==> src/source/bally_pkg.sv <==
`default_nettype none

package bally_pkg;

	typedef logic [12:0] cart_addr_t; // 8 KiB cartridge space
	typedef logic [7:0]  cart_byte_t;
	typedef logic [24:0] ioctl_addr_t; // host download address

	// one byte written into the cartridge memory
	typedef struct packed {
		cart_addr_t addr;
		cart_byte_t data;
	} cart_wr_t;

	// published by the loader once an image is in place
	typedef struct packed {
		logic       loaded;
		cart_addr_t addr_mask; // all ones below the top written bit
	} cart_info_t;

	localparam logic [7:0] CART_INDEX = 8'd0; // menu index of a cartridge image
	localparam int         CART_BYTES = 8192;

endpackage

`default_nettype wire

==> src/source/ioctl_loader.sv <==
`timescale 1ns/10ps
`default_nettype none

module ioctl_loader import bally_pkg::*; (
	input  wire logic        clk_14,
	input  wire logic        rst_n,
	input  wire logic        ioctl_download,
	input  wire logic [7:0]  ioctl_index,
	input  wire logic        ioctl_wr,
	input  wire ioctl_addr_t ioctl_addr,
	input  wire cart_byte_t  ioctl_dout,
	input  wire logic        reset_req,
	output cart_wr_t         wr_beat,
	output logic             wr_stb,
	output cart_info_t       info,
	output logic             download_active,
	output logic             load_error,
	output logic             core_reset
);

	logic       download_d;
	logic       dl_rise;
	logic       dl_fall;
	logic       cart_idx;
	logic       in_range;
	logic       accept;
	logic       bad_addr;
	cart_addr_t wr_addr;
	cart_addr_t mask_base;

	// fill every bit below the highest set bit
	function automatic cart_addr_t smear(input cart_addr_t v);
		cart_addr_t s;
		s = v;
		for (int i = $bits(cart_addr_t) - 2; i >= 0; i--) begin
			s[i] = s[i] | s[i + 1];
		end
		return s;
	endfunction

	assign dl_rise = ioctl_download & ~download_d;
	assign dl_fall = ~ioctl_download & download_d;
	assign cart_idx = ioctl_index == CART_INDEX;
	assign in_range = ioctl_addr < ioctl_addr_t'(CART_BYTES);
	assign accept = ioctl_download & ioctl_wr & cart_idx & in_range;
	assign bad_addr = ioctl_download & ioctl_wr & cart_idx & ~in_range;
	assign wr_addr = ioctl_addr[$bits(cart_addr_t) - 1:0];
	assign mask_base = (dl_rise && cart_idx) ? '0 : info.addr_mask; // first beat starts fresh
	assign download_active = ioctl_download;

	always_ff @(posedge clk_14) begin
		if (!rst_n) begin
			download_d <= 1'b0;
			wr_stb <= 1'b0;
		end else begin
			download_d <= ioctl_download;
			wr_stb <= accept;
		end
	end

	always_ff @(posedge clk_14) begin
		if (accept) begin
			wr_beat <= '{addr: wr_addr, data: ioctl_dout};
		end
	end

	// a download under another index leaves the current image alone
	always_ff @(posedge clk_14) begin
		if (!rst_n) begin
			info <= '0;
		end else begin
			if (dl_rise && cart_idx) begin
				info.loaded <= 1'b0;
			end else if (dl_fall && cart_idx) begin
				info.loaded <= 1'b1;
			end
			if (accept) begin
				info.addr_mask <= smear(mask_base | wr_addr);
			end else if (dl_rise && cart_idx) begin
				info.addr_mask <= '0;
			end
		end
	end

	always_ff @(posedge clk_14) begin
		if (!rst_n) begin
			load_error <= 1'b0;
		end else if (bad_addr) begin
			load_error <= 1'b1; // sticky until the next download
		end else if (dl_rise) begin
			load_error <= 1'b0;
		end
	end

	always_ff @(posedge clk_14) begin
		if (!rst_n) begin
			core_reset <= 1'b1;
		end else begin
			core_reset <= reset_req | ioctl_download;
		end
	end

	// strobes only come out of an active download
	a_stb_in_download: assert property (@(posedge clk_14) disable iff (!rst_n)
		wr_stb |-> $past(download_active));

endmodule

`default_nettype wire

==> config.mk <==
export PLATFORM = sky130hd
export DESIGN_NAME = ioctl_loader
export DESIGN_NICKNAME = d
export VERILOG_FILES = /design/src/source/bally_pkg.sv /design/src/source/ioctl_loader.sv
export SDC_FILE = /design/constraint.sdc
export NUM_CORES = 1
export LEC_CHECK = 0
export BUFFER_PORTS_ARGS = -buffer_cell sky130_fd_sc_hd__clkbuf_2
export CAP_MARGIN = 15
export CORE_ASPECT_RATIO = 0.8
export CORE_UTILIZATION = 43
export DETAILED_ROUTE_END_ITERATION = 10
export GPL_ROUTABILITY_DRIVEN = 1
export PLACE_DENSITY = 0.87
export SYNTH_ARGS = -nofsm -noshare
export SYNTH_HDL_FRONTEND = slang
export SYNTH_SLANG_ARGS = --single-unit
==> constraint.sdc <==
create_clock -name clk_14 -period 2.41 [get_ports clk_14]
set_input_delay 0.1205 -clock clk_14 [delete_from_list [all_inputs] [get_ports clk_14]]
set_output_delay 0.1205 -clock clk_14 [all_outputs]
set_load 0.1 [all_outputs]
### Word-level counts from Yosys, hierarchy flattened

Index checks and enable logic that the tools add are counted.
Widths: inputs -> output; s select.

* bits in registers: 39

* reduce and logical (&&, ||, !) cells: 5
* bitwise gates (word level): 24
* mux-type cells: 4
* order comparisons: 1

Operators with widths (count)
* $mux 13: 2
* $lt 25x14->1 const B: 1
* $or 1x1->1: 13
* $or 13x13->13: 1
* $logic_not 8->1: 1
* $and 1x1->1: 6
* $not 1->1: 4
* $logic_and 1x1->1: 2
* $mux 1: 2
* $reduce_bool 2->1: 1
* $reduce_or 2->1: 1

### Logic depth before layout (Yosys ltp)

* word-level depth: 18
* gate-level depth with buffers: 6

### Worst setup path after synthesis

No wires, ideal clock.

* path type: register to register
* start: register info[12] (netlist name)
* end: register info[0] (netlist name)
* stages on the path, launching flop included: 6
* arrival: 2.147 ns
* buffers on the path: 0
* path slack: 0.143 ns
* data required time: 2.290 ns
* clock period less this slack: 2.267 ns
* path through: dfxtp_1 -> or3_1 -> nor4_1 -> nand3_1 -> a2111oi_4 -> o21ai_2

* word-level cells in the longest chain between the ends: 15

RTL lines
* start, declared: RTL line ioctl_loader.sv:15 `output cart_info_t info,`
* $mux 13
* $or 13x13->13: RTL line ioctl_loader.sv:78 `info.addr_mask <= smear(mask_base | wr_addr);`
* $or 1x1->1 (12 in a row): RTL line ioctl_loader.sv:36 `s[i] = s[i] | s[i + 1];`
* $mux 13: RTL line ioctl_loader.sv:77 `if (accept) begin`

Every way passes these cells.
A chain may end at the register's enable or synchronous reset.

### Worst setup path after layout

* start: register info[11] (netlist name)
* end: register info[0] (netlist name)

The elaborated chain is that of the path after synthesis.

==> out/qor.csv <==
stage,metric,value,unit
clocking,cts_buffer_depth,2,
route,ant_nets,0,
worst_setup_path,crit_path_end_kind,register,
placed_design,gp_congestion,0.774,
synthesis,synth_cells,128,
global_routing,grt_usage,0.213,
timing,skew,4.04,ps
floorplan,die_area,3820,µm²
route,vias,1392,
global_routing,grt_pass1_wl,5770,µm
clocking,clkSinkCount,39,
clocking,cts_tree,done,
min_path,hold_class,in2reg,
layout,final_common_cell,clkbuf_2,
route,dr.pass1.iters,5,
placed_design,hpwl,2820,µm
layout,final_cell_mix,"84 x clkbuf_2, 21 x edfxtp_1, 18 x dfxtp_1, 13 x a21oi_1, 9 x nor2_1",
synthesis,yosys_warnings,0,
synthesis,yosys.area.top_type,edfxtp_1,
route,first_iter_violations,141,
timing,finalMaxSlewViolations,0,
global_routing,grt_overflow,0,
synthesis,syn_avg_cell_area,12.0,µm²
floorplan,io-pin-count,85,
synthesis,ys_top_cells_by_area,"edfxtp_1 41%, dfxtp_1 23%, a21oi_1 4.2%, a2111oi_4 3.6%, or3_1 2.4%",
route,wl_per_cell,14.5,µm
clocking,clk_pin_slew,70,ps
status,outcome,finished clean,
timing,whs,5.86,ps
layout,n_antenna_cell,0,
timing,rsz0062_at_grt,false,
synthesis,synth.distinct_cells,34,
timing,hold_viol,0,
worst_setup_path,startpoint_type,register,
clocking,clk_latency,290,ps
placed_design,portBuffers,84,
synthesis,synth_nets,174,
floorplan,num_rows,19,
route,route.detailed.drc,0,
clocking,cts_inserted_buffers,5,
global_routing,antenna_found_initial,0,
timing,maxSlewHeadroom,0.634,
clocking,cts-root-buf,clkbuf_8,
pwr,power.leakage,0.963,nW
floorplan,core_area,3420,µm²
floorplan,die_h,55.5,µm
run,drv_cap,0,
timing,setup_tns,0,ps
synthesis,async_flop_share,0,
worst_setup_path,critical_path_class,reg2reg,
route,wl,3840,µm
worst_setup_path,required,2590,ps
synthesis,netlist.area_leader.share,0.410,
clocking,cts_setup_buffers,0,
timing,fmax,493,MHz
timing,setup_viol,0,
timing,final.period_utilization,0.842,
global_routing,grt_max_degree,32,
synthesis,syn_area,1540,µm²
worst_setup_path,critPathArrivalTime,2210,ps
pwr,p_per_area,643,nW/µm²
pwr,peakVddDrop,340,µV
worst_setup_path,crit_path_max_fanout,4,
floorplan,die_w,68.9,µm
clocking,h-tree-depth,2,
timing,worstMarginPinSlew,551,ps
layout,nets,267,
synthesis,synth-seq-cells,39,
floorplan,initial_core_util,0.450,
global_routing,grt_pass1_vias,1215,
synthesis,yosysSeqAreaShare,0.644,
synthesis,synth_top_flop_cell,edfxtp_1,
route,routed_via_density,5.27,
layout,drive_above_1_share,0.459,
timing,period_needed,2030,ps
layout,area_growth,43.3,%
synthesis,synth_edf_count,21,
## area by class of cell
cell class                 count  area [µm²]
sequential                    39         991
clock inverter                 2        60.1
fill                         271        1220
multi-input combinational     81         517
timing repair buffer          92         505
inverter                       2        7.51
clock buffer                   6        72.6
tap                           42        52.6
## registers in the layout, indices dropped and copies added, names as in the netlist
name and count:
core_reset 1, download_d 1, info 14, load_error 1, wr_beat 21, wr_stb 1
## synthesized netlist by cell type (3+ instances only)
library cell and count:
edfxtp_1 21, dfxtp_1 18, a21oi_1 13, nor2_1 9, nand2_1 8, nor3_1 7, or3_1 6, nand3_1 4
nor4_1 4, clkbuf_1 3, or4_4 3
## critical path, stage by stage (launching register included)
cell and delay [ps]:
dfxtp_1 330, or3_1 440, nor4_1 450, nand3_1 220, a2111oi_4 400, o21ai_2 80
## path summary, 6_finish.rpt
path                 start  cells past startpoint  slack, ps          to
max               info[11]                      5        380     info[0]
min reg2reg     load_error                      2        460  load_error
min          ioctl_dout[0]                      1          6  wr_beat[0]
max reg2reg       info[11]                      5        380     info[0]
## cells by family after synthesis
family,synth area share
AOI/OAI and AO/OA,0.154
and+or+nand+nor,0.179
buffers and inverters,0.0236
DFF,0.644
## through the flow
step | instance area (µm²) | power (mW) | std cells | utilization | setup WS, ps
floorplan | 1540 | 0.743 | 128 | - | 143
global placement | 2020 | 0.788 | 251 | 0.591 | 381
detailed placement | 2020 | 0.791 | 251 | 0.591 | 347
CTS | 2180 | 1.43 | 261 | 0.636 | 400
global route | 2210 | 1.46 | 264 | 0.644 | 286
finish | 2210 | 1.42 | 264 | 0.644 | 381
## timing repair
item | CTS | global route
endpoints found under the hold margin | 2 | 3
hold buffers | 2 | 3
gates resized for setup | 0 | 0
## where the power goes
group          switching [mW]  total (mW)  internal (mW)  leakage [nW]
combinational          0.0438      0.0821         0.0383         0.563
sequential            0.00104       0.701          0.700         0.334
clock                   0.223       0.636          0.414        0.0654
total                   0.267        1.42           1.15         0.963
## metal layers
layer  part of all wire  wire, µm  global-route usage  vias up
li1                   -         -                   -      667
met1               0.43      1650               0.276      634
met2               0.43      1670               0.313       84
met3               0.12       445              0.0764        7
met4              0.019        72              0.0933        0
met5                  0         0                   0        -
(Power assumes the default switching activity.)
