[src/source/bally_pkg.sv]
`default_nettype none

package bally_pkg;

	typedef logic [12:0] cart_addr_t; // 8 KiB cartridge space
	typedef logic [7:0]  cart_byte_t;
	typedef logic [24:0] ioctl_addr_t; // host download address

	// one byte written into the cartridge memory
	typedef struct packed {
		cart_addr_t addr;
		cart_byte_t data;
	} cart_wr_t;

	// published by the loader once an image is in place
	typedef struct packed {
		logic       loaded;
		cart_addr_t addr_mask; // all ones below the top written bit
	} cart_info_t;

	localparam logic [7:0] CART_INDEX = 8'd0; // menu index of a cartridge image
	localparam int         CART_BYTES = 8192;

endpackage

`default_nettype wire

[src/source/audio_dac.sv]
`timescale 1ns/10ps
`default_nettype none

module audio_dac import bally_pkg::*; (
	input  wire logic       clk_14,
	input  wire logic       rst_n,
	input  wire cart_byte_t audio,
	output logic            dac_out
);

	logic [8:0] acc; // bit 8 holds the last carry

	// first order sigma delta whose carries per 256 cycles equal the sample
	always_ff @(posedge clk_14) begin
		if (!rst_n) begin
			acc <= '0;
		end else begin
			acc <= {1'b0, acc[7:0]} + {1'b0, audio};
		end
	end

	assign dac_out = acc[8];

endmodule

`default_nettype wire

[config.mk]
export PLATFORM = sky130hd
export DESIGN_NAME = audio_dac
export DESIGN_NICKNAME = d
export VERILOG_FILES = /design/src/source/bally_pkg.sv /design/src/source/audio_dac.sv
export SDC_FILE = /design/constraint.sdc
export NUM_CORES = 1
export LEC_CHECK = 0
export BUFFER_PORTS_ARGS = -buffer_cell sky130_fd_sc_hd__buf_4
export CAP_MARGIN = 20
export CORE_AREA = 2 2 39 41
export CTS_CLUSTER_DIAMETER = 50
export DETAILED_ROUTE_END_ITERATION = 7
export DIE_AREA = 0 0 41 43
export PLACE_DENSITY_LB_ADDON = 0.1
export RECOVER_POWER = 50
export SLEW_MARGIN = 20
export SYNTH_ARGS = -nofsm -noshare
export SYNTH_HDL_FRONTEND = slang
export SYNTH_SLANG_ARGS = --single-unit
[constraint.sdc]
create_clock -name clk_14 -period 4.6 [get_ports clk_14]
set_input_delay 0.46 -clock clk_14 [delete_from_list [all_inputs] [get_ports clk_14]]
set_output_delay 0.46 -clock clk_14 [all_outputs]
set_load 0.01 [all_outputs]
-- After elaboration in Yosys (flattened, before gate mapping)
Index checks and enable logic that the tools add are counted.
- word-level logic and storage cells: 2
- flip-flop bits (word level): 9
- input port bits: 10
- output and inout port bits: 1
- $add $sub $neg: 1
- operators by type and width (kind ; number):
    adder 8 x 8 -> 9 bit ; 1

-- Logic depth before layout (Yosys ltp)
Gate-level depths: netlist of the first run.
- depth in word-level cells: 1
- mapped depth: 6
- gate-level depth less buffers: 6

-- Least setup slack after synthesis of the first run
OpenSTA, ideal clock, no wires.
- path type: input to register
- start point: input port audio[0]
- end point: register acc[6]
- buffers on the path: 0
- data arrival time: 1.634 ns
- setup slack: 2.846 ns
- library setup time: 0.120 ns
- cell stages on the path: 6
- required time: 4.480 ns
- cells stage by stage: ha_1 -> fa_1 -> a21oi_1 -> o21ai_0 -> a211oi_1 -> nor2_1
- longest elaborated chain between the ends: 1
- ends and longest elaborated chain (element ; RTL line ; source):
    start: declaration ; audio_dac.sv:7 ; input wire cart_byte_t audio,
    adder 8 x 8 -> 9 bit ; audio_dac.sv:18 ; acc <= {1'b0, acc[7:0]} + {1'b0, audio};
    end signal: assignment ; audio_dac.sv:18 ;
    end: declaration ; audio_dac.sv:11 ; logic [8:0] acc;
Every way passes these cells.
A chain may end at the register's enable or synchronous reset.

-- Worst setup path in the final report of the first run
Ends and elaborated chain as after synthesis.

==> impl_metrics.py, run 1 <==
metrics = {
    "worst_setup_path": {
        "highest_net_fanout_along_the_worst_path": 3,
        "critical-path-slowest-cell": "fa_1",
        "worst-r2r-cell-count": 6,
        "critical_path.top_delay_family": "compound AO/OA/AOI/OAI gates",
        "worstSetupStartpoint": "audio[0]",
        "setup.worst_path.end_class": "flop",
        "ff2ff_setup_slack_ns": 2.89,
        "cpPeakStageDelay_ns": 0.41,
        "cp_cell_sequence": "buf_4, ha_1, fa_1, a21oi_1, o21ai_0, a211oi_1, nor2_1",
        "crit-reg2reg-capture": "acc[6]",
        "timing.rr.start": "acc[0]",
        "worst_ep_required_time_ns": 4.75,
        "critPathKind": "primary input to flop",
        "cp-start-kind": "primary input",
        "cp_num_buf_inv": 1,
        "timing.critical_path.arrival_ns": 1.89,
    },
    "cts": {
        "clk_pin_slew_ns": 0.06,
        "cts_hold_repair.buffers": 0,
        "cts_repair_resize_count": 0,
        "clk_tree_root_cell": "clkbuf_4",
        "clockBufferDepth": 2,
        "tritoncts": "done",
        "htreeDepth": 1,
        "tritoncts.num_buffers": 3,
        "clkSinkCount": 9,
        "post_cts.repair.setup_buffers": 0,
        "worstSkewPairLatency_ns": 0.26,
    },
    "synth": {
        "postSynthAreaPerCell_um2": 9.90,
        "synth_fp_nets": 74,
        "synth_top_area_share_pct": 33.1,
        "yosys_most_used_dff": "dfxtp_1",
        "synthTopCellsByCount": "dfxtp_1, ha_1, and2_1, o21ai_0",
        "synth_edf_count": 0,
        "yosys.cell_count.top_type": "dfxtp_1",
        "yosys.area.top_type": "dfxtp_1",
        "yosys_register_bits": 9,
        "synthesis.instances": 55,
        "synth_top_area_cells": "dfxtp_1, ha_1, and2_1, o21ai_0, fa_1",
        "synth.lib_cells_used.distinct": 25,
        "synth-warning-count": 0,
        "async_set_or_reset_flop_fraction_in_the_synthesized_netlist_pct": 0,
        "syn-cell-area_um2": 544,
        "yosysSeqAreaShare_pct": 33.1,
    },
    "timing": {
        "finalCritPeriodShare_pct": 37.7,
        "report.final.slew_viol_count": 0,
        "final_period_minus_worst_setup_slack_ns": 1.74,
        "max_freq_ghz": 0.576,
        "max-slew-margin-rel_pct": 83.9,
        "final-setup-viol-count": 0,
        "finalSetupTns_ns": 0,
        "rsz0062_at_grt": "no",
        "final.setup_skew_ns": 0.00291,
        "worst_slew_pin_slew_ns": 0.241,
        "final_hold_viol_count": 0,
    },
    "cells_and_area": {
        "antenna_cells": 0,
        "number_of_flip_flops_in_the_largest_register": 9,
        "finish.net_count": 89,
        "layout-drive-gt1-share_pct": 24.6,
        "area_growth_pct": 21.1,
        "regMostFlops": "acc",
        "top_regs": "acc (9)",
        "register_area_um2": 180,
        "post-route-util_pct": 47.6,
        "fillers": 148,
        "multi_input_gate_area_in_the_final_layout_um2": 354,
    },
    "outcome": {
        "outcome": "finished clean",
    },
    "drt": {
        "detail_route.first_pass.iterations": 4,
        "route.top_layer_used": "met4",
        "met2_wirelength_um": 428,
        "post-route-drc-count": 0,
        "totalWireLength_um": 929,
        "met3_length_um": 47,
        "vias_per_cell": 4.84,
        "postRouteAntennaNets": 0,
        "via_count": 411,
        "wl_per_cell_um": 10.9,
        "detail_route.iter0.violations": 4,
        "met1Wirelength_um": 434,
    },
    "hold_path": {
        "hold_crit_endpoint": "acc[3]",
        "timing.hold.worst_path_depth": 2,
        "min-delay-start": "rst_n",
        "holdCritPathClass": "primary input to flop",
    },
    "die": {
        "die_span_y_um": 43,
        "fp.dieArea_mm2": 0.00176,
        "number_of_placement_rows": 14,
        "start_util_pct": 39.3,
        "core_mm2": 0.00138,
        "die_w_um": 41,
        "io_pins": 11,
    },
    "place": {
        "number_of_buffers_inserted_by_port_buffering": 10,
        "globalplace.congestion": 0.775,
        "hpwl_um": 719,
    },
    "global_routing": {
        "grt.total_usage_pct": 14.2,
        "gr-total-overflow": 0,
        "number_of_antenna_violations_at_the_first_check_in_global_routing": 0,
        "grt_first_pass_wirelength_um": 1620,
        "grt_max_degree": 11,
        "via_count_of_the_first_global_routing_pass": 389,
    },
    "power": {
        "power_density_mw_per_mm2": 485,
        "irDropWorstVdd_uv": 204,
        "leakagePower_nw": 0.305,
    },
    "flow_run": {
        "maxCapViolCount": 0,
    },
}
-- cell families after synthesis --
kind of cell    Yosys count  share of synthesized area [%]
xor+xnor                  3                           4.83
flops                     9                           33.1
fa+ha+maj                 9                           22.1
simple gates             15                           15.9
mux                       1                           1.84
buf+inv                   2                           1.38
compound gates           16                           20.9
-- area by class of cell --
| cell class | instances | area share (%) |
|---|---|---|
| inverter | 2 | 1.14 |
| multi-input combinational | 44 | 53.7 |
| timing repair buffer | 10 | 10.8 |
| tap | 16 | 3.04 |
| clock buffer | 4 | 3.98 |
| sequential | 9 | 27.3 |
-- worst max path at each step --
| stage | endpoint | depth (start not counted) |
|---|---|---|
| final | acc[6] | 7 |
| after global routing | acc[6] | 6 |
| after CTS | acc[6] | 7 |
| after detailed placement | acc[6] | 7 |
| after global placement | acc[6] | 7 |
| after floorplan | acc[6] | 6 |
-- metrics by stage --
step	hold WS (ns)	std cells	cell area, µm²	total power, mW	setup slack, ns
after floorplan	0.516	55	544	0.232	2.85
after global placement	0.535	81	639	0.266	2.65
after detailed placement	0.536	81	639	0.265	2.61
after CTS	0.478	85	666	0.329	2.87
after global routing	0.495	85	659	0.354	2.78
final	0.486	85	659	0.320	2.86
-- power breakdown --
group          internal, mW  switching [mW]
Sequential            0.103         0.00849
Clock                0.0334          0.0271
Combinational        0.0709          0.0771
Total                 0.207           0.113
-- routing by layer --
metal | global-route usage [%] | vias to the layer above
li1 | - | 225
met1 | 17.3 | 176
met2 | 19.1 | 8
met3 | 7.85 | 2
met4 | 8.00 | 0
met5 | 0 | -
-- cell usage in the layout, fill, tap and decap left out, drive strengths merged --
cell	synthesis	layout
xor2	2	2
nor3	1	1
o211a	2	2
and3b	1	1
xnor2	1	1
nand3	1	1
dfxtp	9	9
ha	8	8
nand2	3	3
o21ai	7	7
inv	2	2
and2	6	6
fa	1	1
a211oi	2	2
a21oi	4	4
nand2b	1	1
nor2	2	2
clkbuf	0	5
o21bai	1	1
mux2i	1	1
buf	0	9
Note: power is estimated with default switching activity, not from simulation.
==> run 2, diff against run 1 <==
==> constraint.sdc (replaced) <==
create_clock -name clk_14 -period 1.5 [get_ports clk_14]
set_input_delay 0.15 -clock clk_14 [delete_from_list [all_inputs] [get_ports clk_14]]
set_output_delay 0.15 -clock clk_14 [all_outputs]
set_load 0.01 [all_outputs]
==> impl_metrics.py, run 2 (synthesized netlist as in run 1, its figures left out) <==
metrics = {
    "die": {
        "start_util_pct": 39.3,
        "io_pins": 11,
        "core_mm2": 0.00138,
        "die_span_y_um": 43,
        "die_w_um": 41,
        "number_of_placement_rows": 14,
        "fp.dieArea_mm2": 0.00176,
    },
    "cells_and_area": {
        "layout_common_cells": "buf_4, dfxtp_1, ha_1",
        "top_regs": "acc (9)",
        "number_of_flip_flops_in_the_largest_register": 9,
        "layoutNonFillerInstCount": 86,
        "regMostFlops": "acc",
        "post-route-util_pct": 50.5,
        "antenna_cells": 0,
        "finish.net_count": 90,
        "final_common_cell": "buf_4",
        "area_growth_pct": 28.3,
        "layout-drive-gt1-share_pct": 32.9,
    },
    "global_routing": {
        "grt_first_pass_wirelength_um": 1660,
        "via_count_of_the_first_global_routing_pass": 420,
        "gr-total-overflow": 0,
        "grt_max_degree": 11,
        "grt.total_usage_pct": 14.3,
        "number_of_antenna_violations_at_the_first_check_in_global_routing": 0,
    },
    "timing": {
        "final.setup_skew_ns": 0.00667,
        "worst_slew_pin_slew_ns": 0.221,
        "finalCritPeriodShare_pct": 98.4,
        "final_hold_viol_count": 0,
        "final-setup-viol-count": 0,
        "worst_hold_slack_ns": 0.166,
        "rsz0062_at_grt": "yes",
        "max_freq_ghz": 0.677,
        "report.final.slew_viol_count": 0,
        "max-slew-margin-rel_pct": 85.1,
        "final_period_minus_worst_setup_slack_ns": 1.48,
    },
    "worst_setup_path": {
        "crit-reg2reg-capture": "acc[8]",
        "ff2ff_setup_slack_ns": 0.02,
        "cp_cell_sequence": "ha_2, fa_2, a21oi_4, o211a_1, o21ai_1, o211a_1",
        "critical_path.top_delay_family": "adder cells",
        "highest_net_fanout_along_the_worst_path": 3,
        "timing.rr.start": "acc[0]",
        "cp-endpoint": "acc[8]",
        "cpPeakStageDelay_ns": 0.37,
        "cp-start-kind": "flop",
        "timing.critical_path.arrival_ns": 1.63,
        "setup.worst_path.end_class": "flop",
        "cp_common_cell": "o211a_1",
        "path_depth": 6,
        "worst-r2r-cell-count": 6,
        "critical-path-slowest-cell": "fa_2",
        "worst_ep_required_time_ns": 1.66,
        "cp_num_buf_inv": 0,
        "worstSetupStartpoint": "acc[0]",
        "critPathKind": "flop to flop",
    },
    "drt": {
        "vias_per_cell": 4.98,
        "via_count": 428,
        "totalWireLength_um": 985,
        "detail_route.first_pass.iterations": 1,
        "detail_route.iter0.violations": 0,
        "wl_per_cell_um": 11.5,
        "postRouteAntennaNets": 0,
        "post-route-drc-count": 0,
    },
    "cts": {
        "clk_pin_slew_ns": 0.07,
        "clkSinkCount": 9,
        "worstSkewPairLatency_ns": 0.27,
        "htreeDepth": 1,
        "tritoncts.num_buffers": 3,
        "clockBufferDepth": 2,
        "cts_hold_repair.buffers": 0,
        "tritoncts": "done",
        "clk_tree_root_cell": "clkbuf_4",
    },
    "power": {
        "power_density_mw_per_mm2": 1480,
        "irDropWorstVdd_uv": 678,
        "leakagePower_nw": 0.314,
    },
    "outcome": {
        "outcome": "finished clean",
    },
    "place": {
        "hpwl_um": 737,
        "placed_cells": 81,
        "globalplace.congestion": 0.644,
        "number_of_buffers_inserted_by_port_buffering": 10,
    },
    "flow_run": {
        "maxCapViolCount": 0,
    },
    "hold_path": {
        "holdCritPathClass": "primary input to flop",
    },
}
## run 2: changes by cell type in the layout (fill, tap and decap cells not counted), sizes merged
cell,previous run,this run
buf,9,10
## run 2: layer usage
layer | routed length (µm) | track usage [%] | vias up
li1 | - | - | 224
met1 | 432 | 17.5 | 189
met2 | 475 | 20.0 | 10
met4 | 32 | 12.0 | 0
met5 | 0 | 0 | -
met3 | 44 | 3.14 | 5
## run 2: where the power goes
group	total (mW)	internal, mW	switching (mW)
sequential	0.340	0.314	0.0262
combinational	0.501	0.249	0.251
clock	0.195	0.103	0.0918
total	1.04	0.666	0.369
## run 2: worst min path at each step
stage	end	from	cells after the start
floorplan	acc[1]	rst_n	1
global placement	acc[3]	rst_n	2
detailed placement	acc[4]	rst_n	2
CTS	acc[4]	rst_n	2
global route	acc[3]	rst_n	2
finish	acc[4]	rst_n	2
## run 2: cell type report
class / count / area, µm²
Clock buffer: 4 / 26.3
Fill cell: 141 / 686
Inverter: 2 / 7.51
Multi-Input combinational cell: 44 / 385
Sequential cell: 9 / 180
Tap cell: 16 / 20.0
Timing Repair Buffer: 11 / 78.8
## run 2: timing repair
| item | in CTS | in global routing |
|---|---|---|
| gates resized for setup | 1 | 4 |
| pin swaps | 2 | 4 |
| buffers inserted | 0 | 1 |
| endpoints found under the setup margin | 3 | 4 |
## run 2: metrics by stage
step	setup TNS (ns)	cell area (µm²)	setup WS (ns)	total power, mW
2_1_floorplan	0	551	0.0213	0.718
5_1_grt	-0.0990	698	-0.0383	1.13
6_report	0	698	0.0235	1.04
3_3_place_gp	-0.0472	646	-0.0307	0.816
3_5_place_dp	-0.0694	646	-0.0443	0.817
4_1_cts	0	674	0.0132	1.01
