==> src/source/bally_pkg.sv <==
`default_nettype none

package bally_pkg;

	typedef logic [12:0] cart_addr_t; // 8 KiB cartridge space
	typedef logic [7:0]  cart_byte_t;
	typedef logic [24:0] ioctl_addr_t; // host download address

	// one byte written into the cartridge memory
	typedef struct packed {
		cart_addr_t addr;
		cart_byte_t data;
	} cart_wr_t;

	// published by the loader once an image is in place
	typedef struct packed {
		logic       loaded;
		cart_addr_t addr_mask; // all ones below the top written bit
	} cart_info_t;

	localparam logic [7:0] CART_INDEX = 8'd0; // menu index of a cartridge image
	localparam int         CART_BYTES = 8192;

endpackage

`default_nettype wire

==> src/source/cart_bus.sv <==
`timescale 1ns/10ps
`default_nettype none

module cart_bus import bally_pkg::*; (
	input  wire logic       clk_14,
	input  wire logic       rst_n,
	input  wire cart_addr_t cas_addr,
	input  wire logic       cas_cs_l,
	input  wire cart_info_t info,
	input  wire logic       download_active,
	output cart_addr_t      rd_addr,
	output logic            rd_en,
	output cart_byte_t      cas_data,
	input  wire cart_byte_t rd_data
);

	logic       s1_valid;
	logic       s1_blank;
	cart_addr_t s1_addr;
	logic       s2_valid;
	logic       s2_blank;

	// stage 1 mirrors the address and decides on blanking
	always_ff @(posedge clk_14) begin
		if (!rst_n) begin
			s1_valid <= 1'b0;
			s1_blank <= 1'b1;
		end else begin
			s1_valid <= ~cas_cs_l;
			s1_blank <= download_active | ~info.loaded;
		end
	end

	always_ff @(posedge clk_14) begin
		s1_addr <= cas_addr & info.addr_mask; // short images repeat
	end

	assign rd_addr = s1_addr;
	assign rd_en = s1_valid & ~s1_blank;

	// stage 2 runs beside the memory read
	always_ff @(posedge clk_14) begin
		if (!rst_n) begin
			s2_valid <= 1'b0;
			s2_blank <= 1'b1;
		end else begin
			s2_valid <= s1_valid;
			s2_blank <= s1_blank;
		end
	end

	always_ff @(posedge clk_14) begin
		if (!rst_n) begin
			cas_data <= 8'hFF;
		end else if (s2_valid) begin
			cas_data <= s2_blank ? 8'hFF : rd_data; // open bus while blanked
		end
	end

	// output holds between accesses
	a_hold_data: assert property (@(posedge clk_14) disable iff (!rst_n)
		!s2_valid |=> $stable(cas_data));

endmodule

`default_nettype wire

==> config.mk <==
export PLATFORM = sky130hd
export DESIGN_NAME = cart_bus
export DESIGN_NICKNAME = d
export VERILOG_FILES = /design/src/source/bally_pkg.sv /design/src/source/cart_bus.sv
export SDC_FILE = /design/constraint.sdc
export NUM_CORES = 1
export LEC_CHECK = 0
export BUFFER_PORTS_ARGS = -buffer_cell sky130_fd_sc_hd__buf_4
export CORE_MARGIN = 10
export CORE_UTILIZATION = 30
export CTS_BUF_LIST = sky130_fd_sc_hd__clkbuf_16
export DETAILED_ROUTE_END_ITERATION = 6
export PLACE_DENSITY = 0.68
export SYNTH_ARGS = -nofsm -noshare
export SYNTH_HDL_FRONTEND = slang
export SYNTH_SLANG_ARGS = --single-unit
==> constraint.sdc <==
create_clock -name clk_14 -period 3.07 [get_ports clk_14]
set_clock_uncertainty 0.2 [all_clocks]
set_input_delay 0.4605 -clock clk_14 [delete_from_list [all_inputs] [get_ports clk_14]]
set_output_delay 0.4605 -clock clk_14 [all_outputs]
set_load 0.01 [all_outputs]
Yosys cells after proc, flatten, opt, wreduce, memory -nomap -nowiden
Index checks and enable logic that the tools add are counted.
- register bits: 25
- input port bits: 39
- output and inout port bits: 22
- multiplexer cells: 1
- bitwise gates (word level): 6
- operators by type and width (operator ; count):
    $and A13 B13 Y13 ; 1
    $mux W8 ; 1
    $not A1 Y1 ; 3
    $and A1 B1 Y1 ; 1
    $or A1 B1 Y1 ; 1

Logic depth before layout (Yosys ltp)
Gate-level depths: netlist of run 1.
- depth in word-level cells: 2
- depth in mapped cells: 3

Least setup slack after synthesis of run 1
OpenSTA, ideal clock, no wires.
- path kind: reg-to-output
- start: register s1_valid
- end: output rd_en
- arrival time: 0.497 ns
- data required time: 2.409 ns
- slack: 1.912 ns
- stages on the path, launching flop included: 2
- path buffers: 0
- path through: dfxtp_1 > nor2b_1
- cells in the longest elaborated chain, start to end: 1
- ends and longest elaborated chain (what ; RTL line ; RTL):
    from (decl) ; cart_bus.sv:17 ; logic s1_valid;
    from (signal assigned) ; cart_bus.sv:29 ; s1_valid <= ~cas_cs_l;
    $and A1 B1 Y1 ; cart_bus.sv:39 ; assign rd_en = s1_valid & ~s1_blank;
    to (decl) ; cart_bus.sv:12 ; output logic rd_en,
Every way passes these cells.

Worst setup path after layout of run 1
Ends and elaborated chain as after synthesis.

==> out/results.txt, run 1 <==
status -> complete, no violations
root buffer cell -> clkbuf_16
hold crit path type -> primary input to register
placer congestion estimate -> 0.643
Filler cells -> 241
Die Y -> 71.9 um
latest clock arrival within the worst-skew pair -> 250 ps
count of buffers from port buffering -> 60
DP HPWL -> 1850 um
TritonCTS clock tree -> done
Buffers & Inverters on Critical Path -> 1
Synth cell types -> 11
Total GRT Usage -> 0.0861
min setup slack post-route -> 1590 ps
number of DRC markers in iteration 0 -> 19
hold path depth -> 2
initial antenna violation count -> 0
Slew Viols, Final -> 0
Hold Crit Start -> cas_cs_l
Setup TNS -> 0 ps
Reg2Reg Depth -> 2
overall power -> 689 uW
pre-CTS WS -> 1860 ps
period utilization -> 0.481
width of the die -> 71.9 um
flops & latches, synth -> 25
synthesized area -> 808 um^2
CP max stage delay -> 310 ps
first-pass GRT wire length -> 3590 um
layout cell share with drive strength beyond 1 -> 0.550
H-tree Lvls -> 1
initial core utilization -> 0.320
antenna viol nets, final -> 0
CTS Buffer Depth -> 2
Layout area overhead -> 67.3%
Vias/cell -> 4.24
fin util -> 0.536
per-cell routed wire length -> 13.6 um
Worst Hold End -> s1_valid
required time worst endpoint -> 2410 ps
CP cell instances -> nor2b_1, buf_4
Slew @ Worst Pin -> 443 ps
Nets -> 171
final setup vio count -> 0
Reg clk slew, reported paths -> 60 ps
startpoint types -> register
fmax -> 677 MHz
Rel. slew slack -> 0.704
Post-Syn Nets -> 109
worst reg2reg endpoint -> cas_data[2]
Crit-path slowest cell -> dfxtp_1
final hold vios -> 0
cells after synthesis -> 70
WS Path Type -> register to output port
via count -> 683
YS warnings -> 0
drt pass-1 iters -> 4
pwr/cell area -> 509 nW/um^2
register area share after synthesis -> 0.619
postcts setup bufs -> 0
syn_area_per_cell -> 11.5 um^2
RSZ-0062 raised after global routing -> false
Crit Reg-Reg Startpoint -> s2_valid
Critical Path End Type -> output port
Site Rows -> 18
largest net degree at the start of global routing -> 17
I/O pin count -> 61
area of the core -> 2520 um^2
Max Cap Viol -> 0
Routed WL -> 2190 um
Crit Path Max Fanout -> 2
vias in the first global route -> 784
min Tclk post-route -> 1480 ps
post-CTS sizing -> 0
Peak supply drop -> 0.344 mV
Crit path max-delay family -> flip-flops
Antenna diodes -> 0
hold_buf cts -> 0
grt ovf -> 0
DRC -> 0
CTS sink count -> 25
R2R setup slack -> 1860 ps
area of the die -> 5170 um^2
Inserted Clock Buffers -> 3
Pleak -> 0.000618 uW
Critical Path AT -> 820 ps
## metal layers
layer	vias to the layer above	part of all wire	GRT usage
li1	346	-	-
met3	2	0.18	0.0748
met5	-	0	0
met2	43	0.45	0.125
met1	292	0.37	0.0873
met4	0	0.0082	0.0323
## state kept, by name (all words and copies together), names as in the netlist
signal    count
rd_addr      13
cas_data      8
s1_blank      1
s1_valid      1
s2_blank      1
s2_valid      1
## synthesized netlist by cell type
| cell type | number | area (um^2) |
|---|---|---|
| buf_4 | 1 | 7.51 |
| nor2b_1 | 2 | 12.5 |
| nor3b_2 | 8 | 100 |
| nand2b_1 | 1 | 6.26 |
| buf_6 | 1 | 11.3 |
| nor2_1 | 8 | 30.0 |
| dfxtp_1 | 25 | 500 |
| buf_2 | 1 | 5.00 |
| and2_1 | 14 | 87.6 |
| o21ai_1 | 8 | 40.0 |
| nand3b_1 | 1 | 7.51 |
## where the power goes
group          leakage [uW]  internal (uW)  switching (uW)  total, uW
Clock             0.0000409            175             104        279
Sequential         0.000206            336            6.16        342
Combinational      0.000371           48.9            19.0       67.9
## cells by family after synthesis
kind of cell,synth area share
buffers and inverters,0.0294
flip-flops,0.619
AO/OA/AOI/OAI,0.0495
AND/OR/NAND/NOR,0.302
## placed cells by master (no fill, tap or decap), drive strengths merged
cell	instances
and2	14
nand2b	1
dfxtp	25
nand3b	1
buf	60
nor2b	2
nor3b	8
nor2	8
o21ai	8
clkinv	1
clkbuf	3
## metrics by stage
stage	instances	hold slack (ps)	cell area (um^2)
6_report	161	154	1350
5_1_grt	161	146	1350
4_1_cts	161	153	1350
3_5_place_dp	157	236	1270
3_3_place_gp	157	234	1270
2_1_floorplan	70	212	808
## worst reg2reg max path: cells and delay by family, from the launching register on
family / cells / cell delay, ps
simple gates: 1 / 250
flops: 1 / 580
compound gates: 1 / 70
## worst max-delay path by stage
stage | from | endpoint | slack [ps] | cells past startpoint
finish | s1_valid | rd_en | 1590 | 2
global route | s1_valid | rd_en | 1500 | 2
CTS | s1_valid | rd_en | 1580 | 2
detailed placement | s2_valid | cas_data[2] | 1860 | 2
global placement | s1_valid | rd_en | 1870 | 2
floorplan | s1_valid | rd_en | 1910 | 1
## area by class of cell
class | count | area [um^2] | share of cell area
sequential | 25 | 500 | 0.370
timing repair buffer | 60 | 450 | 0.333
multi-input combinational | 42 | 284 | 0.210
clock buffer | 3 | 75.1 | 0.0555
tap | 30 | 37.5 | 0.0278
clock inverter | 1 | 5.00 | 0.00370
Note: power is estimated with default switching activity, not from simulation.
==> inputs of run 2 (changes only) <==
--- a/config.mk
+++ b/config.mk
@@ -5,12 +5,13 @@
 export SDC_FILE = /design/constraint.sdc
 export NUM_CORES = 1
 export LEC_CHECK = 0
+export ABC_AREA = 1
 export BUFFER_PORTS_ARGS = -buffer_cell sky130_fd_sc_hd__buf_4
 export CORE_MARGIN = 10
 export CORE_UTILIZATION = 30
 export CTS_BUF_LIST = sky130_fd_sc_hd__clkbuf_16
 export DETAILED_ROUTE_END_ITERATION = 6
-export PLACE_DENSITY = 0.68
+export PLACE_DENSITY = 0.7
 export SYNTH_ARGS = -nofsm -noshare
 export SYNTH_HDL_FRONTEND = slang
 export SYNTH_SLANG_ARGS = --single-unit
==> constraint.sdc (replaced) <==
create_clock -name clk_14 -period 1.5 [get_ports clk_14]
set_clock_uncertainty 0.2 [all_clocks]
set_input_delay 0.225 -clock clk_14 [delete_from_list [all_inputs] [get_ports clk_14]]
set_output_delay 0.225 -clock clk_14 [all_outputs]
set_load 0.01 [all_outputs]
==> out/results.txt, run 2 <==
pwr/cell area -> 932 nW/um^2
min Tclk post-route -> 1310 ps
vias in the first global route -> 988
Setup TNS -> 0 ps
Site Rows -> 18
most common cell in the netlist -> dfxtp_1
syn_area_per_cell -> 8.91 um^2
area of the die -> 4890 um^2
max reg flops -> 13
TritonCTS clock tree -> done
flops & latches, synth -> 25
final hold vios -> 0
layout cell share with drive strength beyond 1 -> 0.371
largest net degree at the start of global routing -> 14
Non-Filler Instances -> 208
period utilization -> 0.875
min setup slack post-route -> 187 ps
Hold Crit Start -> rd_data[5]
Nets -> 218
Pleak -> 0.000843 uW
cells after synthesis -> 84
Filler cells -> 198
Reg clk slew, reported paths -> 60 ps
Worst Hold End -> cas_data[5]
synthesized area -> 748 um^2
Post-Syn Nets -> 123
count of buffers from port buffering -> 60
largest area contributor in the netlist -> dfxtp_1
WHS -> 4.48 ps
register area share after synthesis -> 0.669
Rel. slew slack -> 0.838
Max Cap Viol -> 0
area of the core -> 2430 um^2
Crit Reg-Reg Startpoint -> s2_valid
latest clock arrival within the worst-skew pair -> 250 ps
required time worst endpoint -> 1440 ps
Synth cell types -> 9
Peak supply drop -> 0.836 mV
hold_buf cts -> 30
initial antenna violation count -> 0
DRC -> 0
Vias/cell -> 4.13
Inserted Clock Buffers -> 3
hold crit path type -> primary input to register
Slew Viols, Final -> 0
commonest cells after routing, fill and taps aside -> buf_4, dlygate4sd3_1, dfxtp_1
via count -> 859
Slew @ Worst Pin -> 243 ps
startpoint types -> primary input
Routed WL -> 2640 um
DP Cell Count -> 174
final setup vio count -> 0
postcts setup bufs -> 0
I/O pin count -> 61
Total GRT Usage -> 0.109
antenna viol nets, final -> 0
CTS sink count -> 25
grt ovf -> 0
Reg2Reg Depth -> 3
CTS Buffer Depth -> 2
WS Path Type -> primary input to register
YS warnings -> 0
pre-CTS WS -> 421 ps
worst reg2reg endpoint -> cas_data[7]
first-pass GRT wire length -> 4470 um
hold path depth -> 3
width of the die -> 69.9 um
commonest non-fill, non-tap cell in the layout -> buf_4
per-cell routed wire length -> 12.7 um
R2R setup slack -> 400 ps
Post-synth top cells -> dfxtp_1, nand2_1, inv_1
Post-synth EDFFs -> 0
placer congestion estimate -> 0.774
H-tree Lvls -> 1
Critical Path AT -> 1250 ps
initial core utilization -> 0.308
Crit Path Max Fanout -> 10
Critical Path End Type -> register
fmax -> 762 MHz
DP HPWL -> 1900 um
RSZ-0062 raised after global routing -> false
Main synth FF type -> dfxtp_1
number of DRC markers in iteration 0 -> 38
drt pass-1 iters -> 4
Async S/R FF share, synth -> 0
Synth area leaders -> dfxtp_1, nand2_1, inv_1, a21oi_1, o21ai_0
root buffer cell -> clkbuf_16
Die Y -> 69.9 um
status -> complete, no violations
overall power -> 1510 uW
Antenna diodes -> 0
top cell type's share of synthesized area -> 0.669
post-CTS sizing -> 0
Layout area overhead -> 116%
[run 2: cells by family (layout without fill, tap and decap cells)]
logic type             count (synthesis)  after routing  synth area share
AO/OA/AOI/OAI                         16             16             0.107
flip-flops                            25             25             0.669
AND/OR/NAND/NOR                       26             26             0.139
buffers and inverters                 17            111            0.0853
[run 2: how the worst max path moves through the flow]
stage,startpoint,endpoint,slack (ps)
3_3_place_gp,s2_valid,cas_data[2],500
2_1_floorplan,s2_valid,cas_data[0],540
4_1_cts,rst_n,s2_blank,220
6_report,rst_n,s2_blank,190
5_1_grt,rst_n,s2_blank,170
3_5_place_dp,s2_valid,cas_data[7],420
[run 2: metal layers]
| layer | share of wire | track usage |
|---|---|---|
| met5 | 0 | 0 |
| met4 | 0.0034 | 0.0263 |
| met3 | 0.084 | 0.0480 |
| met2 | 0.51 | 0.201 |
| met1 | 0.40 | 0.109 |
[run 2: cell type report]
cell class              count  area (um^2)  area share
multi-input cells          42          184       0.114
clock buffers               3         75.1      0.0465
well taps                  30         37.5      0.0232
clock inverters             1         3.75     0.00232
flip-flops and latches     25          500       0.310
inverters                  17         63.8      0.0395
repair buffers             90          751       0.465
[run 2: worst max-delay path: stages]
cell           delay, ps
dlygate4sd3_1        550
buf_4                130
inv_2                 80
or2_2                270
[run 2: metrics by stage]
stage	instance area, um^2	util
final	1620	0.664
after global routing	1620	0.664
after global placement	1240	0.508
after detailed placement	1240	0.508
after floorplan	748	-
after CTS	1620	0.664
[run 2: report_power, final]
part	switching, uW	internal [uW]	leakage [uW]
Combinational	78.3	161	0.000593
Sequential	14.4	698	0.000207
Clock	199	355	0.0000423
Total	291	1210	0.000843
==> inputs of run 3 (changes only) <==
--- a/config.mk
+++ b/config.mk
@@ -7,11 +7,13 @@
 export LEC_CHECK = 0
 export ABC_AREA = 1
 export BUFFER_PORTS_ARGS = -buffer_cell sky130_fd_sc_hd__buf_4
+export CAP_MARGIN = 20
 export CORE_MARGIN = 10
 export CORE_UTILIZATION = 30
 export CTS_BUF_LIST = sky130_fd_sc_hd__clkbuf_16
 export DETAILED_ROUTE_END_ITERATION = 6
-export PLACE_DENSITY = 0.7
+export PLACE_DENSITY_LB_ADDON = 0.1
+export RECOVER_POWER = 50
 export SYNTH_ARGS = -nofsm -noshare
 export SYNTH_HDL_FRONTEND = slang
 export SYNTH_SLANG_ARGS = --single-unit
==> out/results.txt, run 3 (synthesized netlist as in run 2, its figures left out) <==
Critical Path End Type -> register
first-pass GRT wire length -> 4360 um
WS Path Type -> primary input to register
via count -> 848
largest net degree at the start of global routing -> 14
Slew Viols, Final -> 0
required time worst endpoint -> 1440 ps
Non-Filler Instances -> 213
I/O pin count -> 61
number of DRC markers in iteration 0 -> 15
CTS sink count -> 25
fmax -> 769 MHz
initial antenna violation count -> 0
final hold vios -> 0
RSZ-0062 raised after global routing -> false
DP Cell Count -> 174
TritonCTS clock tree -> done
Inserted Clock Buffers -> 3
startpoint types -> primary input
post-CTS sizing -> 0
initial core utilization -> 0.308
count of buffers from port buffering -> 60
Site Rows -> 18
status -> complete, no violations
Nets -> 223
width of the die -> 69.9 um
Vias/cell -> 3.98
DR WL met3 -> 232 um
top sig layer -> met4
placer congestion estimate -> 0.698
Pleak -> 0.000829 uW
final instance area -> 1640 um^2
per-cell routed wire length -> 11.8 um
min Tclk post-route -> 1300 ps
max reg flops -> 13
postcts setup bufs -> 0
routed length on met2 -> 1270 um
antenna viol nets, final -> 0
root buffer cell -> clkbuf_16
CTS Buffer Depth -> 2
commonest non-fill, non-tap cell in the layout -> buf_4
M1 WL -> 975 um
drt pass-1 iters -> 2
placed inst area -> 1240 um^2
Peak supply drop -> 0.633 mV
Rel. slew slack -> 0.841
Antenna diodes -> 0
pwr/cell area -> 926 nW/um^2
Crit Path Max Fanout -> 10
Die Y -> 69.9 um
vias in the first global route -> 973
latest clock arrival within the worst-skew pair -> 250 ps
area of the die -> 4890 um^2
Max Cap Viol -> 0
H-tree Lvls -> 1
Layout area overhead -> 119%
layout cell share with drive strength beyond 1 -> 0.317
DP HPWL -> 1770 um
grt ovf -> 0
Critical Path AT -> 1240 ps
Routed WL -> 2520 um
period utilization -> 0.867
commonest cells after routing, fill and taps aside -> buf_4, dlygate4sd3_1, dfxtp_1
Reg clk slew, reported paths -> 60 ps
Filler cells -> 200
final setup vio count -> 0
Setup TNS -> 0 ps
hold_buf cts -> 35
DRC -> 0
hold crit path type -> primary input to register
Total GRT Usage -> 0.105
WHS -> 1.85 ps
area of the core -> 2430 um^2
Slew @ Worst Pin -> 238 ps
## run 3: cell types whose count changed in the layout (fill, tap and decap cells not counted), sizes merged
cell and change:
buf -22, clkbuf +22, dlygate4sd3 +5
## run 3: through the flow
stage / utilization / total power, uW / worst slack [ps]
after floorplan: - / 772 / 539
after global placement: 0.508 / 898 / 477
after detailed placement: 0.508 / 902 / 429
after CTS: 0.685 / 1550 / 228
after global routing: 0.672 / 1590 / 166
final: 0.672 / 1510 / 199
## run 3: worst max-delay path: stages
cell,delay (ps)
dlygate4sd3_1,540
buf_4,120
inv_2,80
or2_2,270
## run 3: path summary, 6_finish.rpt
path | start | end | slack, ps | cells after the start
hold / removal | rd_data[2] | cas_data[2] | 2 | 3
hold reg to reg | s1_valid | s2_valid | 230 | 2
setup reg to reg | s2_valid | cas_data[1] | 420 | 3
setup / recovery | rst_n | s2_blank | 200 | 4
## run 3: power by group
group          internal (uW)  leakage (uW)  switching (uW)
registers                698      0.000207            14.3
logic                    159      0.000580            76.3
clock network            355     0.0000423             212
total                   1210      0.000829             302
## run 3: cell type report
class                      instances  area, um^2  area share
clock buffer                       3        75.1      0.0459
inverter                          17        63.8      0.0390
multi-input combinational         42         184       0.112
tap                               30        37.5      0.0230
timing repair buffer              95         771       0.471
sequential                        25         500       0.306
clock inverter                     1        3.75     0.00230
## run 3: per-layer routing
layer | vias to the layer above | global-route usage
met5 | - | 0
li1 | 453 | -
met1 | 359 | 0.103
met3 | 4 | 0.0480
met2 | 32 | 0.190
met4 | 0 | 0.0351
